## config.mk

```make
export PLATFORM = sky130hd
export DESIGN_NAME = robSubsystem
export DESIGN_NICKNAME = d
export VERILOG_FILES = /design/src/source/retirePkg.sv /design/src/source/uopPkg.sv /design/src/source/reorderBuffer.sv /design/src/source/retireMap.sv /design/src/source/robStatusApb.sv /design/src/source/robSubsystem.sv
export VERILOG_INCLUDE_DIRS = /design/src /design/src/include
export SDC_FILE = /design/constraint.sdc
export NUM_CORES = 1
export LEC_CHECK = 0
export BUFFER_PORTS_ARGS = -buffer_cell sky130_fd_sc_hd__clkbuf_2
export CAP_MARGIN = 20
export CORE_UTILIZATION = 30
export CTS_CLUSTER_DIAMETER = 40
export CTS_CLUSTER_SIZE = 40
export DETAILED_ROUTE_END_ITERATION = 12
export GPL_ROUTABILITY_DRIVEN = 0
export SYNTH_ARGS = -nofsm -noshare
export SYNTH_HDL_FRONTEND = slang
export SYNTH_SLANG_ARGS = --single-unit
export TNS_END_PERCENT = 10
```

## constraint.sdc

```tcl
create_clock -name clk -period 6.3 [get_ports clk]
set_input_delay 1.26 -clock clk [delete_from_list [all_inputs] [get_ports clk]]
set_output_delay 1.26 -clock clk [all_outputs]
set_load 0.005 [all_outputs]
```

## src/include/rob_defs.svh

```systemverilog
`ifndef ROB_DEFS_SVH
`define ROB_DEFS_SVH

// window size and retire width
`define ROB_LENGTH 16
`define ROB_WIDTH 2

// field widths
`define SQN_BITS 6
`define TAG_BITS 6
`define NAME_BITS 5

// APB register offsets with map entries one word apart
`define ROB_ADDR_STATUS 32'h0000_0000
`define ROB_ADDR_COUNT 32'h0000_0004
`define ROB_ADDR_CONTROL 32'h0000_0008
`define ROB_ADDR_MAP 32'h0000_0100

`endif

```

## src/source/retirePkg.sv

```systemverilog
`include "rob_defs.svh"

package retirePkg;

    // one op leaving the window in program order
    typedef struct packed {
        logic valid;
        logic [`NAME_BITS-1:0] name;
        logic [`TAG_BITS-1:0] tag;
        logic [`SQN_BITS-1:0] sqN;
    } CommitSlot;

    typedef struct packed {
        logic psel;
        logic penable;
        logic pwrite;
        logic [31:0] paddr;
        logic [31:0] pwdata;
    } ApbReq;

    typedef struct packed {
        logic [31:0] prdata;
        logic pready;
        logic pslverr;
    } ApbRsp;

endpackage

```

## src/source/uopPkg.sv

```systemverilog
`include "rob_defs.svh"

package uopPkg;

    // finished op as delivered by an execution unit
    typedef struct packed {
        logic valid;
        logic flags;
        logic [`SQN_BITS-1:0] sqN;
        logic [`TAG_BITS-1:0] tagDst;
        logic [`NAME_BITS-1:0] nmDst;
        logic [31:0] pc;
    } ResultUop;

    // one slot of the reorder window
    typedef struct packed {
        logic valid;
        logic flags;
        logic [`TAG_BITS-1:0] tag;
        logic [`NAME_BITS-1:0] name;
    } RobEntry;

endpackage

```

## src/source/reorderBuffer.sv

```systemverilog
`include "rob_defs.svh"

module reorderBuffer (
    input logic clk,
    input logic rst,
    input uopPkg::ResultUop results [`ROB_WIDTH],
    input logic invalidate,
    input logic [`SQN_BITS-1:0] invalidateSqN,
    output retirePkg::CommitSlot commit [`ROB_WIDTH],
    output logic [`SQN_BITS-1:0] curSqN,
    output logic [`SQN_BITS-1:0] maxSqN,
    output logic halt
);

    localparam int idxBits = $clog2(`ROB_LENGTH);
    localparam int cntBits = $clog2(`ROB_WIDTH + 1);

    // slot of an op is its sqN modulo the window length
    uopPkg::RobEntry entries [`ROB_LENGTH];

    logic [idxBits-1:0] curIdx;
    logic [idxBits-1:0] headIdx [`ROB_WIDTH];
    logic [`SQN_BITS-1:0] slotSqN [`ROB_LENGTH];
    logic [`SQN_BITS-1:0] accOffset [`ROB_WIDTH];
    logic [`ROB_WIDTH-1:0] retireMask;
    logic [`ROB_WIDTH-1:0] accept;
    logic [`ROB_WIDTH-1:0] commitValid;
    logic [cntBits-1:0] retireCnt;
    logic retireFlag;

    // true when a is strictly younger than b
    function automatic logic isNewer(input logic [`SQN_BITS-1:0] a,
                                     input logic [`SQN_BITS-1:0] b);
        logic [`SQN_BITS-1:0] diff;
        diff = a - b;
        return !diff[`SQN_BITS-1] && (diff != '0);
    endfunction

    assign curIdx = curSqN[idxBits-1:0];
    assign maxSqN = curSqN + `SQN_BITS'(`ROB_LENGTH - 1);

    // sqN currently mapped onto each slot
    always_comb begin
        logic [idxBits-1:0] ofs;
        for (int i = 0; i < `ROB_LENGTH; i++) begin
            ofs = idxBits'(i) - curIdx;
            slotSqN[i] = curSqN + `SQN_BITS'(ofs);
        end
    end

    // longest run of ready head entries, cut after a flagged op
    always_comb begin
        logic stop;
        stop = halt || invalidate;
        retireMask = '0;
        retireCnt = '0;
        retireFlag = 1'b0;
        for (int k = 0; k < `ROB_WIDTH; k++) begin
            headIdx[k] = curIdx + idxBits'(k);
            if (!stop && entries[headIdx[k]].valid) begin
                retireMask[k] = 1'b1;
                retireCnt = retireCnt + 1'b1;
                if (entries[headIdx[k]].flags) begin
                    retireFlag = 1'b1;
                end
                stop = entries[headIdx[k]].flags;
            end else begin
                stop = 1'b1;
            end
        end
    end

    // arriving ops younger than a branch being recovered are dropped
    always_comb begin
        for (int k = 0; k < `ROB_WIDTH; k++) begin
            accOffset[k] = results[k].sqN - curSqN;
            accept[k] = results[k].valid &&
                        !(invalidate && isNewer(results[k].sqN, invalidateSqN));
        end
    end

    always_ff @(posedge clk) begin
        if (rst) begin
            curSqN <= '0;
            halt <= 1'b0;
            for (int i = 0; i < `ROB_LENGTH; i++) begin
                entries[i].valid <= 1'b0;
            end
            for (int k = 0; k < `ROB_WIDTH; k++) begin
                commit[k].valid <= 1'b0;
            end
        end else begin
            for (int k = 0; k < `ROB_WIDTH; k++) begin
                commit[k].valid <= retireMask[k];
                commit[k].name <= entries[headIdx[k]].name;
                commit[k].tag <= entries[headIdx[k]].tag;
                commit[k].sqN <= curSqN + `SQN_BITS'(k);
                if (retireMask[k]) begin
                    entries[headIdx[k]].valid <= 1'b0;
                end
            end
            curSqN <= curSqN + `SQN_BITS'(retireCnt);
            if (retireFlag) begin
                halt <= 1'b1;
            end

            if (invalidate) begin
                for (int i = 0; i < `ROB_LENGTH; i++) begin
                    if (isNewer(slotSqN[i], invalidateSqN)) begin
                        entries[i].valid <= 1'b0;
                    end
                end
            end

            for (int k = 0; k < `ROB_WIDTH; k++) begin
                if (accept[k]) begin
                    entries[results[k].sqN[idxBits-1:0]] <= '{
                        valid: 1'b1,
                        flags: results[k].flags,
                        tag: results[k].tagDst,
                        name: results[k].nmDst
                    };
                end
            end
        end
    end

    always_comb begin
        for (int k = 0; k < `ROB_WIDTH; k++) begin
            commitValid[k] = commit[k].valid;
        end
    end

    // producers must stay inside the published window and not reuse a live sqN
    for (genvar k = 0; k < `ROB_WIDTH; k++) begin : gAcceptCheck
        assert property (@(posedge clk) disable iff (rst)
            accept[k] |-> (accOffset[k] < `ROB_LENGTH) &&
                          !entries[results[k].sqN[idxBits-1:0]].valid);
    end

    assert property (@(posedge clk) disable iff (rst)
        (commitValid & (commitValid + 1'b1)) == '0);

    // halted core stays quiet
    assert property (@(posedge clk) disable iff (rst)
        halt |=> commitValid == '0);

endmodule

```

## src/source/retireMap.sv

```systemverilog
`include "rob_defs.svh"

module retireMap (
    input logic clk,
    input logic rst,
    input retirePkg::CommitSlot commit [`ROB_WIDTH],
    input logic [`NAME_BITS-1:0] readName,
    output logic [`TAG_BITS-1:0] readTag
);

    localparam int nameCount = 1 << `NAME_BITS;

    // last committed physical tag per architectural name
    logic [`TAG_BITS-1:0] tagTable [nameCount];
    logic [`ROB_WIDTH-1:0] commitValid;

    always_ff @(posedge clk) begin
        if (rst) begin
            for (int n = 0; n < nameCount; n++) begin
                tagTable[n] <= '0;
            end
        end else begin
            // later slot is younger, so it overrides
            for (int k = 0; k < `ROB_WIDTH; k++) begin
                if (commit[k].valid) begin
                    tagTable[commit[k].name] <= commit[k].tag;
                end
            end
        end
    end

    assign readTag = tagTable[readName];

    always_comb begin
        for (int k = 0; k < `ROB_WIDTH; k++) begin
            commitValid[k] = commit[k].valid;
        end
    end

    // slot order only means program order if there are no holes
    assert property (@(posedge clk) disable iff (rst)
        (commitValid & (commitValid + 1'b1)) == '0);

endmodule

```

## src/source/robStatusApb.sv

```systemverilog
`include "rob_defs.svh"

module robStatusApb (
    input logic clk,
    input logic rst,
    input retirePkg::ApbReq apbReq,
    input retirePkg::CommitSlot commit [`ROB_WIDTH],
    input logic [`SQN_BITS-1:0] curSqN,
    input logic [`SQN_BITS-1:0] maxSqN,
    input logic halt,
    input logic [`TAG_BITS-1:0] mapTag,
    output retirePkg::ApbRsp apbRsp,
    output logic [`NAME_BITS-1:0] mapName
);

    localparam int mapLsb = `NAME_BITS + 2;
    localparam logic [31:0] mapBase = `ROB_ADDR_MAP;
    localparam int cntBits = $clog2(`ROB_WIDTH + 1);

    logic [31:0] committedCount;
    logic [cntBits-1:0] commitCnt;
    logic [31:0] rdData;
    logic isStatus;
    logic isCount;
    logic isControl;
    logic isMap;
    logic access;
    logic clearReq;

    assign access = apbReq.psel && apbReq.penable;
    assign isStatus = apbReq.paddr[31:2] == `ROB_ADDR_STATUS >> 2;
    assign isCount = apbReq.paddr[31:2] == `ROB_ADDR_COUNT >> 2;
    assign isControl = apbReq.paddr[31:2] == `ROB_ADDR_CONTROL >> 2;
    assign isMap = apbReq.paddr[31:mapLsb] == mapBase[31:mapLsb];

    // one map entry per word
    assign mapName = apbReq.paddr[mapLsb-1:2];

    assign clearReq = access && apbReq.pwrite && isControl && apbReq.pwdata[0];

    always_comb begin
        commitCnt = '0;
        for (int k = 0; k < `ROB_WIDTH; k++) begin
            commitCnt = commitCnt + cntBits'(commit[k].valid);
        end
    end

    // clear wins over the same-cycle increment
    always_ff @(posedge clk) begin
        if (rst || clearReq) begin
            committedCount <= '0;
        end else begin
            committedCount <= committedCount + 32'(commitCnt);
        end
    end

    always_comb begin
        rdData = '0;
        if (isStatus) begin
            rdData[31] = halt;
            rdData[8 +: `SQN_BITS] = maxSqN;
            rdData[0 +: `SQN_BITS] = curSqN;
        end else if (isCount) begin
            rdData = committedCount;
        end else if (isMap) begin
            rdData[`TAG_BITS-1:0] = mapTag;
        end
    end

    assign apbRsp.prdata = rdData;
    assign apbRsp.pready = 1'b1;
    // unmapped address, or a write to anything but CONTROL
    assign apbRsp.pslverr = access &&
                            (!(isStatus || isCount || isControl || isMap) ||
                             (apbReq.pwrite && !isControl));

    assert property (@(posedge clk) disable iff (rst)
        apbReq.penable |-> apbReq.psel);

endmodule

```

## src/source/robSubsystem.sv

```systemverilog
`include "rob_defs.svh"

module robSubsystem (
    input logic clk,
    input logic rst,
    input uopPkg::ResultUop results [`ROB_WIDTH],
    input logic invalidate,
    input logic [`SQN_BITS-1:0] invalidateSqN,
    input retirePkg::ApbReq apbReq,
    output retirePkg::CommitSlot commit [`ROB_WIDTH],
    output logic [`SQN_BITS-1:0] curSqN,
    output logic [`SQN_BITS-1:0] maxSqN,
    output logic halt,
    output retirePkg::ApbRsp apbRsp
);

    // map readout path between the register block and the table
    logic [`NAME_BITS-1:0] mapName;
    logic [`TAG_BITS-1:0] mapTag;

    reorderBuffer rob0 (
        .clk(clk),
        .rst(rst),
        .results(results),
        .invalidate(invalidate),
        .invalidateSqN(invalidateSqN),
        .commit(commit),
        .curSqN(curSqN),
        .maxSqN(maxSqN),
        .halt(halt)
    );

    retireMap map0 (
        .clk(clk),
        .rst(rst),
        .commit(commit),
        .readName(mapName),
        .readTag(mapTag)
    );

    robStatusApb apb0 (
        .clk(clk),
        .rst(rst),
        .apbReq(apbReq),
        .commit(commit),
        .curSqN(curSqN),
        .maxSqN(maxSqN),
        .halt(halt),
        .mapTag(mapTag),
        .apbRsp(apbRsp),
        .mapName(mapName)
    );

endmodule

```

==> flow_metrics.tcl <==
set metrics [dict create \
    final_cell_mix "418 x edfxtp_1, 197 x nor3_1, 192 x a22o_1" \
    multi_input_area_um2 15700 \
    p_comb_share_pct 8.8 \
    min_period_ns 5.08 \
    synthFlopType "edfxtp_1" \
    yosysSeqAreaShare_pct 44.7 \
    dieArea_um2 103000 \
    critPathLaunchType "input port" \
    worstPathCellList "buf_4 -> buf_4 -> mux4_2 -> mux4_2 -> mux2i_1 -> o22ai_1 -> clkbuf_2" \
    die_h_um 321 \
    grt_max_degree 76 \
    fillerInstances 9801 \
    power_density_nw_per_um2 256 \
    cts_setup_buffers 0 \
    cp_max_fo 25 \
    reg2regPathDepth 15 \
    ys_seq_elements 475 \
    critical-path-max-stage-delay_ns 0.56 \
    synth-simple-area-share_pct 12.0 \
    irDropWorstVdd_mv 0.223 \
    yosysWarnings 0 \
    setup_viol 0 \
    intPower_uw 6760 \
    async_flop_share_pct 0 \
    clock_sinks 475 \
    power_switching_uw 2370 \
    synthCells 2540 \
    fin_nets 2898 \
    synth_top_family_by_area "multiplexers" \
    max_slew.worst_pin.slew_ns 1.23 \
    place_ws_ns 1.11 \
    hold_viol 0 \
    synthAdderAreaFrac_pct 4.15 \
    clkTransAtPathRegs_ns 0.05 \
    finClkSkew_ns 0.0366 \
    r2r_slack_ns 1.75 \
    synth_cell_type_count 73 \
    fmax_mhz 197 \
    final_common_cell "edfxtp_1" \
    overflow 0 \
    avgSynthCellArea_um2 12.0 \
    drt-wirelength-per-cell_um 24.8 \
    cts_buffers 86 \
    cts_tree "built" \
    drt_iter0_markers 2555 \
    power.leakage_uw 0.0119 \
    synth_xor_area_share_pct 2.58 \
    post-route-period-util_pct 80.6 \
    holdCritStartpoint "rob0.curSqN[1]" \
    critPathRequiredTime_ns 5.04 \
    antenna_found_initial 5 \
    portBuffers 162 \
    seqPwrFrac_pct 38.6 \
    synth-compound-area-share_pct 12.6 \
    io_pins 261 \
    status "finished clean" \
    rsz0062_at_grt "false" \
    cts_resized 0 \
    core_area_um2 101000 \
    hold-path-endpoint "rob0.commit[19]" \
    clock-root-buffer "clkbuf_16" \
    timing.final.ws_setup_ns 1.22 \
    r2r-start "rob0.curSqN[1]" \
    vias_per_cell 5.75 \
    r2r_end "rob0.curSqN[4]" \
    syn-cell-area_um2 30600 \
    cp.arrival_ns 3.82 \
    area_growth_pct 16.7 \
    cp-end-kind "output port" \
    hold_path_class "flip-flop to flip-flop" \
    maxCapViolations 0 \
    muxShareOfSynthArea_pct 19.9 \
    sw_frac_of_total_pct 26.0 \
    cts_hold_buf 0 \
    die_w_um 321 \
    grt_usage_pct 19.1 \
    dr.pass1.iters 5 \
    routed_wl_um 101000 \
    slew_headroom_pct 17.7 \
    clk_path_buf_depth 3 \
    grt_pass1_wl_um 149000 \
    drc 0 \
    drtAntennaViolNets 0 \
    post-route-util_pct 35.5 \
    final_max_slew_viol_count 0 \
    clk_latency_ns 0.64 \
    hpwl_um 67800 \
    critPathSlowestCell "mux4_2" \
    rows 116 \
    vias 23300 \
    critPathKind "input port to output port" \
    layout-drive-gt1-share_pct 27.8 \
    worstHoldPathCells 0 \
    regArea_um2 13700 \
    synth_fp_nets 2816 \
    h-tree-depth 3 \
    tns_ns 0 \
    initial_core_util_pct 30.4 \
    synth_edf_count 418 \
    grt_pass1_vias 22500 \
    power_frac_clock_pct 52.6 \
]
[Yosys cell counts, drive strengths merged, types with 14 or more instances]
cell type | count | area (um^2)
nand3b | 14 | 105
mux2i | 38 | 380
or3 | 16 | 100
a21oi | 59 | 295
clkbuf | 151 | 567
nand2 | 126 | 473
nor2 | 130 | 488
nand3 | 90 | 450
a21o | 22 | 165
nor2b | 17 | 114
a22o | 192 | 1680
nand4 | 17 | 106
and2 | 31 | 194
o31ai | 47 | 353
buf | 84 | 459
mux2 | 146 | 1640
xor2 | 46 | 403
o221ai | 38 | 333
o21ai | 48 | 240
inv | 60 | 225
ha | 92 | 1150
dfxtp | 57 | 1140
xnor2 | 44 | 385
mux4 | 180 | 4050
edfxtp | 418 | 12600
nor3 | 201 | 1030
[state kept, by name, indices dropped and copies added (netlist names)]
signal / flops
rob0.entries: 208
map0.tagTable: 192
rob0.halt: 1
apb0.committedCount: 32
rob0.curSqN: 6
rob0.commit: 36
[power by group through the flow]
stage / Clock (uW) / Sequential [uW] / Combinational (uW)
4_1_cts: 4860 / 3520 / 793
2_1_floorplan: 0 / 3570 / 546
5_1_grt: 4970 / 3530 / 861
3_5_place_dp: 0 / 3590 / 791
6_report: 4810 / 3530 / 801
3_3_place_gp: 0 / 3580 / 783
[area by class of cell]
cell class / count / share of cell area (%)
clock buffer: 96 / 6.22
tap: 1357 / 4.75
antenna: 4 / 0.0280
inverter: 61 / 0.645
multi-input combinational: 1769 / 44.1
sequential: 475 / 38.4
clock inverter: 64 / 2.20
timing repair buffer: 229 / 3.72
[worst max path at each step]
stage	start	end	slack (ns)	depth (start not counted)
after detailed placement	invalidateSqN[1]	rob0.entries[2][3]	1.11	11
final	apbReq[34]	apbRsp[4]	1.22	7
after CTS	apbReq[34]	apbRsp[7]	1.19	8
after global routing	apbReq[34]	apbRsp[7]	1.03	8
after global placement	invalidateSqN[1]	rob0.entries[2][3]	1.14	11
after floorplan	rob0.curSqN[1]	rob0.entries[14][12]	1.00	19
[layer usage]
layer,routed length (um),global-route usage [%]
met1,42000,26.3
met3,10100,4.23
met5,13,0
met4,3540,6.99
met2,45100,29.3
[worst max-delay path, delay by kind of cell]
kind / cells / cell delay [ns]
buf+inv: 3 / 0.99
mux: 3 / 1.41
compound gates: 1 / 0.13
[cell families (layout without fill, tap and decap cells)]
group                      after synthesis  after routing
and+or+nand+nor                        716            716
adders and majority gates               98             98
other                                    1              5
xor gates and xnor gates                90             90
buffers and inverters                  296            450
muxes                                  364            364
DFF                                    475            475
AOI/OAI and AO/OA                      500            500
[through the flow]
stage / cell area (um^2) / hold WS (ns) / instances / total power, uW
after floorplan: 30600 / 0.452 / 2540 / 4110
after global placement: 32700 / 0.478 / 3891 / 4370
after detailed placement: 32700 / 0.487 / 3891 / 4380
after CTS: 35700 / 0.496 / 4051 / 9170
after global routing: 35700 / 0.513 / 4053 / 9370
final: 35700 / 0.496 / 4055 / 9140
No activity file was read; power rests on OpenSTA's default activity.
